**config.mk**
```make
export PLATFORM = sky130hd
export DESIGN_NAME = pipe_control
export DESIGN_NICKNAME = d
export VERILOG_FILES = /design/src/verilog/core_pkg.sv /design/src/verilog/pipe_control.sv
export SDC_FILE = /design/constraint.sdc
export NUM_CORES = 1
export LEC_CHECK = 0
export BUFFER_PORTS_ARGS = -buffer_cell sky130_fd_sc_hd__clkbuf_2
export CAP_MARGIN = 20
export CORE_UTILIZATION = 49
export CTS_CLUSTER_SIZE = 24
export DETAILED_ROUTE_END_ITERATION = 8
export PLACE_DENSITY = 0.83
export REMOVE_ABC_BUFFERS = 1
export SYNTH_ARGS = -nofsm -noshare
export SYNTH_HDL_FRONTEND = slang
export SYNTH_SLANG_ARGS = --single-unit
```
**constraint.sdc**
```tcl
create_clock -name clk -period 9 [get_ports clk]
set_clock_uncertainty 0.05 [all_clocks]
set_input_delay 0.45 -clock clk [delete_from_list [all_inputs] [get_ports clk]]
set_output_delay 0.45 -clock clk [all_outputs]
set_load 0.005 [all_outputs]
```
**src/verilog/core_pkg.sv**
```systemverilog
package core_pkg;

    // datapath and instruction widths
    localparam int xlen       = 64;
    localparam int inst_w     = 32;
    localparam int reg_addr_w = 5;
    localparam int imm_w      = 12;
    localparam int op_w       = 5;

    // field positions inside the instruction word, imm sits at bit 0
    localparam int op_lsb = 27;
    localparam int rd_lsb = 22;
    localparam int rs_lsb = 17;
    localparam int rt_lsb = 12;

    // first fetch address after reset
    localparam logic [xlen-1:0] reset_pc = 64'h2000;

    typedef enum logic [op_w-1:0] {
        // logic, 0x00 doubles as the zeroed bubble
        op_and    = 5'h00,
        op_or     = 5'h01,
        op_xor    = 5'h02,
        op_not    = 5'h03,
        // shifts
        op_shr    = 5'h04,
        op_shri   = 5'h05,
        op_shl    = 5'h06,
        op_shli   = 5'h07,
        // control flow
        op_jmp    = 5'h08,
        op_jmp_rr = 5'h09,
        op_jmp_ri = 5'h0A,
        op_brnz   = 5'h0B,
        op_brgt   = 5'h0E,
        op_halt   = 5'h0F,
        // data movement
        op_load   = 5'h10,
        op_mov    = 5'h11,
        op_mov_l  = 5'h12,
        op_store  = 5'h13,
        // arithmetic
        op_add    = 5'h18,
        op_addi   = 5'h19,
        op_sub    = 5'h1A,
        op_subi   = 5'h1B
    } opcode_t;

    // run/halt sequencing of the front end
    typedef enum logic [1:0] {
        st_idle,
        st_run,
        st_drain,
        st_halted
    } ctrl_state_t;

endpackage

```
**src/verilog/pipe_control.sv**
```systemverilog
module pipe_control #(
    parameter logic [core_pkg::xlen-1:0] start_pc = core_pkg::reset_pc
) (
    input  logic                            clk,
    input  logic                            reset,
    input  logic                            run,
    input  logic [core_pkg::inst_w-1:0]     inst,
    input  logic                            ex_load,
    input  logic [core_pkg::reg_addr_w-1:0] ex_rd,
    input  logic                            em_take,
    input  logic [core_pkg::xlen-1:0]       em_target,
    input  logic                            wb_halt,
    output logic [core_pkg::xlen-1:0]       fetch_pc,
    output logic [core_pkg::reg_addr_w-1:0] rs,
    output logic [core_pkg::reg_addr_w-1:0] rt,
    output logic [core_pkg::reg_addr_w-1:0] rd_idx,
    output logic                            dec_valid,
    output core_pkg::opcode_t               dec_op,
    output logic [core_pkg::reg_addr_w-1:0] dec_rd,
    output logic [core_pkg::reg_addr_w-1:0] dec_rs,
    output logic [core_pkg::reg_addr_w-1:0] dec_rt,
    output logic [core_pkg::imm_w-1:0]      dec_imm,
    output logic [core_pkg::xlen-1:0]       dec_pc,
    output logic                            uses_rt,
    output logic                            flush,
    output logic                            hlt
);

    core_pkg::ctrl_state_t       state;
    logic [core_pkg::inst_w-1:0] ir;
    logic                        ir_valid;
    logic                        stall;
    logic                        go;
    logic                        halt_fire;

    // field slicing of the IF/ID word
    assign dec_op  = core_pkg::opcode_t'(ir[core_pkg::op_lsb +: core_pkg::op_w]);
    assign rd_idx  = ir[core_pkg::rd_lsb +: core_pkg::reg_addr_w];
    assign rs      = ir[core_pkg::rs_lsb +: core_pkg::reg_addr_w];
    assign rt      = ir[core_pkg::rt_lsb +: core_pkg::reg_addr_w];
    assign dec_imm = ir[core_pkg::imm_w-1:0];
    assign dec_rd  = rd_idx;
    assign dec_rs  = rs;
    assign dec_rt  = rt;

    // immediate and memory forms put L where rt would be
    always_comb begin
        case (dec_op)
            core_pkg::op_addi, core_pkg::op_subi, core_pkg::op_shri, core_pkg::op_shli,
            core_pkg::op_mov_l, core_pkg::op_jmp_ri, core_pkg::op_load,
            core_pkg::op_store: uses_rt = 1'b0;
            default:            uses_rt = 1'b1;
        endcase
    end

    // load in EX feeding decode
    // rd compared always, covers store, mov_l and the rd-based branches
    assign stall = ir_valid && ex_load &&
                   (ex_rd == rs || (uses_rt && ex_rd == rt) || ex_rd == rd_idx);

    // taken branch already sitting in EX/MEM
    assign flush     = em_take;
    // a stalled word leaves a bubble behind it
    assign dec_valid = ir_valid && !stall;
    assign halt_fire = dec_valid && !flush && dec_op == core_pkg::op_halt;
    // first edge with run high already fetches
    assign go        = state == core_pkg::st_run || (state == core_pkg::st_idle && run);
    assign hlt       = state == core_pkg::st_halted;

    // PC and IF/ID valid
    always_ff @(posedge clk or posedge reset) begin
        if (reset) begin
            fetch_pc <= start_pc;
            ir_valid <= 1'b0;
        end else if (flush) begin
            fetch_pc <= em_target;
            ir_valid <= 1'b0;
        end else if (!stall) begin
            if (go && !halt_fire) begin
                fetch_pc <= fetch_pc + 'd4;
            end
            // nothing behind a halt enters decode
            ir_valid <= go && !halt_fire;
        end
    end

    // IF/ID payload held through a stall
    always_ff @(posedge clk) begin
        if (!stall) begin
            ir     <= inst;
            dec_pc <= fetch_pc;
        end
    end

    always_ff @(posedge clk or posedge reset) begin
        if (reset) begin
            state <= core_pkg::st_idle;
        end else begin
            case (state)
                core_pkg::st_idle: if (run) state <= core_pkg::st_run;
                core_pkg::st_run:  if (halt_fire) state <= core_pkg::st_drain;
                core_pkg::st_drain: begin
                    // an older taken branch kills the halt, so fetch resumes
                    if (flush) begin
                        state <= core_pkg::st_run;
                    end else if (wb_halt) begin
                        state <= core_pkg::st_halted;
                    end
                end
                default: state <= core_pkg::st_halted;
            endcase
        end
    end

    // sticky halt until the next reset
    hlt_sticky: assert property (@(posedge clk) disable iff (reset) hlt |=> hlt);

endmodule

```
# ---- After elaboration in Yosys (flattened, before gate mapping)
# Memories as Yosys holds them, arrays and structs flattened. A register that Yosys moved wholly into a read port is not among the register bits.
# Index checks and enable logic that the tools add are counted.
# W data, S select, Z words.
dict set report totals {
  in_bits 107
  wordCells 47
  regBits 163
  mem_count 1
  mem_bits_ro 32
  output_inout_bits 179
}
dict set report op_classes {
  addsub 1
  reduce_logical 18
  muxes 11
  n_eq_ne 11
}
# name words width read_ports rd_ports_with_merged_regs wr line_no
set memory_table {}
lappend memory_table {{(name not given)} 32 1 1 1 0 pipe_control.sv:48} ;# case (dec_op)
# op count
set op_table {}
lappend op_table {{$mux W64} 3}
lappend op_table {{$add A64 B3 Y64 const B} 1}
lappend op_table {{$eq A5 B5 Y1} 3}
lappend op_table {{$logic_and A1 B1 Y1} 8}
lappend op_table {{$mux W2} 4}
lappend op_table {{$ne A2 B2 Y1 const B} 3}
lappend op_table {{$pmux W2 S3} 1}
lappend op_table {{$eq A5 B4 Y1 const B} 1}
lappend op_table {{$mux W5} 1}
lappend op_table {{$eq A2 B2 Y1 const B} 2}
lappend op_table {{$logic_not A1 Y1} 3}
lappend op_table {{$logic_or A1 B1 Y1} 3}
lappend op_table {{$ne A3 B3 Y1 const B} 1}
lappend op_table {{$reduce_and A3 Y1} 1}
lappend op_table {{$eq A2 B1 Y1 const B} 1}
lappend op_table {{$logic_not A2 Y1} 1}
lappend op_table {{$mux W1} 2}
lappend op_table {{$reduce_and A2 Y1} 1}
lappend op_table {{$reduce_bool A2 Y1} 1}

# ---- Logic depth before layout (Yosys ltp)
dict set report depth {
  depth_word 14
  mapped_depth 8
  mapped_depth_nobuf 6
}

# ---- Worst setup path after synthesis
# No wires, ideal clock.
dict set report synth_path {
  path_kind {reg-to-output}
  start {reg ir[20] (netlist bit)}
  end {out dec_valid}
  required_time_ps 8500
  setup_slack_ps 2064
  path_buffers 1
  path_stages_with_launch 7
  arrival_time_ps 6436
  cell_sequence {edfxtp_1 xnor2_1 nand4_1 o32ai_2 clkbuf_1 a21oi_1 and2_1}
}
dict set report synth_via {
  elab_chain_len 6
}
# item line_no
set synth_lines {}
lappend synth_lines {{from (decl)} pipe_control.sv:30} ;# logic [core_pkg::inst_w-1:0] ir;
lappend synth_lines {{from (signal assigned)} pipe_control.sv:90} ;# ir <= inst;
lappend synth_lines {{$eq A5 B5 Y1} pipe_control.sv:59} ;# (ex_rd == rs || (uses_rt && ex_rd == rt) || ex_rd == rd_idx);
lappend synth_lines {{$logic_or A1 B1 Y1 (2 in series)} pipe_control.sv:59}
lappend synth_lines {{$logic_and A1 B1 Y1} pipe_control.sv:58} ;# assign stall = ir_valid && ex_load &&
lappend synth_lines {{$logic_not A1 Y1} n/a}
lappend synth_lines {{$logic_and A1 B1 Y1} pipe_control.sv:64} ;# assign dec_valid = ir_valid && !stall;
lappend synth_lines {{to (decl)} pipe_control.sv:17} ;# output logic dec_valid,
# Every way passes these cells.

# ---- Worst setup path in the final report
# Same ends and word-level chain as after synthesis.

==> impl_summary.txt <==
----------------------------------------------------
[Run status]
  Outcome ... finished with violations
  Failing checks ... design-rule violations

[Global routing]
  Vias in the first global route ... approximately 5700
  Number of antenna violations at the first check in global routing ... 0
  Global-route congestion overflow total ... 0
  Maximum number of pins on one net before global-route repair ... 68
  Overall Global Routing Usage ... 0.257
  Global-route wire length before repair ... 31100 µm

[Setup path]
  Critical path origin ... ir[20]
  Critical path buffer and inverter count ... 3
  Kind of capture point of the worst setup path ... output port
  Critical path data required time ... about 8.5 ns
  Maximum fanout along the worst path ... 38
  Largest stage delay on the critical path ... between 0.4 and 0.5 ns
  Most prevalent standard cell on the critical path ... buf_4
  Critical Path Start Type ... flop
  Worst reg2reg path depth ... 6
  CP Data Arrival Time ... about 2.7 ns
  Cells along the critical path ... xnor2_1 > nand4_1 > o32ai_4 > buf_4 > a21oi_4 > buf_4 > and2_1 > clkbuf_2
  End of the worst register-to-register path ... fetch_pc[59]
  Critical-path cell with the highest stage delay ... edfxtp_1
  Start of the worst register-to-register path ... fetch_pc[13]
  Worst Setup EP ... dec_valid
  Setup CP Type ... flop to output port
  Flop-to-flop setup slack ... about 6.1 ns
  Critical path's top delay family ... buffers and inverters
  Number of cells on the critical path ... 8

[Floorplan]
  Site row count ... 44
  Die Width ... ~130 µm
  Area of the die ... ~0.016 mm²
  I/O pins ... 286
  Total core area ... approximately 0.015 mm²
  Initial standard-cell utilization of the core ... 0.509
  Vert. Die Dim ... approximately 130 µm

[Synth]
  Yosys warns ... 0
  Cell type contributing the most total cell area after synthesis ... edfxtp_1
  Syn Area/Cell ... about 12 µm²
  Sequential area share after synthesis ... 0.613
  Cells after synthesis ... ~640
  Most frequent cell after synthesis ... edfxtp_1
  Synthesis-stage register bit count ... ~160
  Async set-reset flop share out of synthesis ... 0.409
  Top cell type's share of synthesized area ... 0.385
  Summed instance area of the synthesized netlist ... between 0.007 and 0.008 mm²
  Post-synthesis cell type count ... 63
  Top cells by instance count after synthesis ... edfxtp_1, nand2_1, dfrtp_1
  Count of flip-flops with a built-in enable after synthesis ... 96
  Most common flop cell mapped by yosys ... edfxtp_1
  Ranking of synthesized cells by area ... edfxtp_1, dfrtp_1, nand2_1

[STA]
  RSZ-0062 raised after global routing ... false
  Relative max-transition margin ... 0.402
  Slew at the pin closest to its max-slew limit ... between 0.8 and 0.9 ns
  Final hold violation count ... 0
  Shortest clock period the worst path allows after layout ... between 3 and 4 ns
  Final hold slack ... 0.140 ns
  Final total negative setup slack ... 0 ns
  Endpoints failing setup ... 0
  Portion of the clock cycle consumed by the worst path in the final layout ... 0.351
  Final Max Slew Viols ... 0
  Fmax ... 317 MHz

[CTS]
  Number of CTS-inserted buffers ... 17
  Number of buffers added to fix hold violations after cts ... 0
  Clock edge transition at the registers on the reported setup and hold paths ... roughly 0.070 ns
  Cts repair resizes ... 0
  Buffer levels on the longest clock path ... 2
  CTS tree ... yes
  Count of buffers added by post-CTS timing repair for setup ... 0
  Insertion delay of the later-clocked pin in the worst-skew pair ... approximately 0.43 ns
  H-tree depth reported by CTS ... 4
  Clk root buf ... clkbuf_16
  Number of clock sinks ... about 160

[Final layout]
  Number of non-filler instances in the completed layout ... about 1100
  Number of inserted diodes ... 0
  Nets ... 1023
  Area growth from synthesis to layout ... 28.2%
  Share of layout cells above drive strength 1 ... 0.380
  Filler Cell Count ... around 1200

[Hold path]
  Number of cells on the worst hold path ... 1
  Type of the tightest min-delay check ... input port to flop

[Power and ir drop]
  Static Leak ... 4.18 nW
  Highest ir drop seen on vdd ... about 0.19 mV
  Power density over the cells ... ~200 mW/mm²

[Route]
  Number of vias in the routed layout ... ~6200
  Number of detailed-route iterations in the first pass ... 9
  Average wire per standard cell ... about 18 µm
  # DRC ... 18
  1st-iter DRT viols ... 486
  Drt via density ... ~5.6
  Total detailed-routing wirelength ... 19600 µm
  Detail Route Antenna Nets ... 0

[Placed design]
  Final Wtd Congestion ... 0.899
  DP Cell Count ... about 1100
  Half-perimeter wire length after placement ... about 14000 µm
  Port Buffers ... between 200 and 300

[Run]
  Max-capacitance violation count ... 0

----------------------------------------------------
==> area by class of cell <==
cell class | count | area [µm²] | area share
inverter | 9 | 35.0 | 0.00365
timing repair buffer | 293 | 1490 | 0.155
clock buffer | 17 | 425 | 0.0444
multi-input combinational | 430 | 2640 | 0.276
sequential | 164 | 4580 | 0.478
tap | 184 | 230 | 0.0240
clock inverter | 15 | 186 | 0.0194
==> per-layer routing <==
metal / routed length (µm) / GRT usage / up-vias
li1: - / - / 2933
met1: 8250 / 0.347 / 2947
met2: 9340 / 0.401 / 297
met3: 1660 / 0.0757 / 31
met4: 399 / 0.0796 / 0
met5: 0 / 0 / -
==> worst min-delay path by stage <==
stage | to | slack, ns | startpoint
after global placement | dec_pc[0] | 0.41 | fetch_pc[0]
after floorplan | dec_pc[0] | 0.42 | fetch_pc[0]
after detailed placement | dec_pc[1] | 0.42 | fetch_pc[1]
after CTS | ir[6] | 0.13 | inst[6]
final | ir[9] | 0.14 | inst[9]
after global routing | ir[9] | 0.12 | inst[9]
==> stage by stage <==
step | utilization | cell area [µm²] | setup slack (ns) | power, mW
floorplan | - | 7240 | 2.06 | 1.07
global placement | 0.611 | 8980 | 5.90 | 1.22
detailed placement | 0.611 | 8980 | 5.86 | 1.23
CTS | 0.652 | 9590 | 5.83 | 1.98
global route | 0.652 | 9590 | 5.65 | 2.06
finish | 0.652 | 9590 | 5.84 | 1.97
==> power by group <==
group          internal [mW]  switching (mW)  leakage, nW
Combinational          0.123           0.133         2.08
Sequential             0.887          0.0755         1.81
Clock                  0.422           0.327        0.294
Total                   1.43           0.536         4.18
==> worst register-to-register path, stage by stage, from the launching register on <==
cell	delay, ns
dfstp_2	0.57
nand4_1	0.16
nor4_2	0.72
and4_1	0.34
nand4_2	0.25
or4b_2	0.69
nand3_1	0.10
==> sequential cells by signal (all words and copies together), names as in the netlist <==
register	count
dec_pc	64
fetch_pc	64
ir	32
ir_valid	1
state	2
uses_rt	1
==> layout by cell type, fill, tap and decap left out, drive strengths merged, types with 13 or more instances in the layout <==
cell type  count
xor2          13
nor4          14
nand3         50
a21oi         13
edfxtp        96
dfrtp         66
nor3          25
inv           17
nand4         16
xnor2         30
nor2          34
o21ai         32
clkbuf       301
nand2         81
or4           16
==> logic make-up after synthesis <==
logic type	Yosys count	synth area share
AND/OR/NAND/NOR	284	0.201
adder cells (fa/ha/maj)	1	0.00167
flip-flops	164	0.613
AO/OA/AOI/OAI	88	0.0773
multiplexers	14	0.0197
buffers and inverters	50	0.0370
XOR/XNOR	43	0.0504
(Power assumes the default switching activity.)
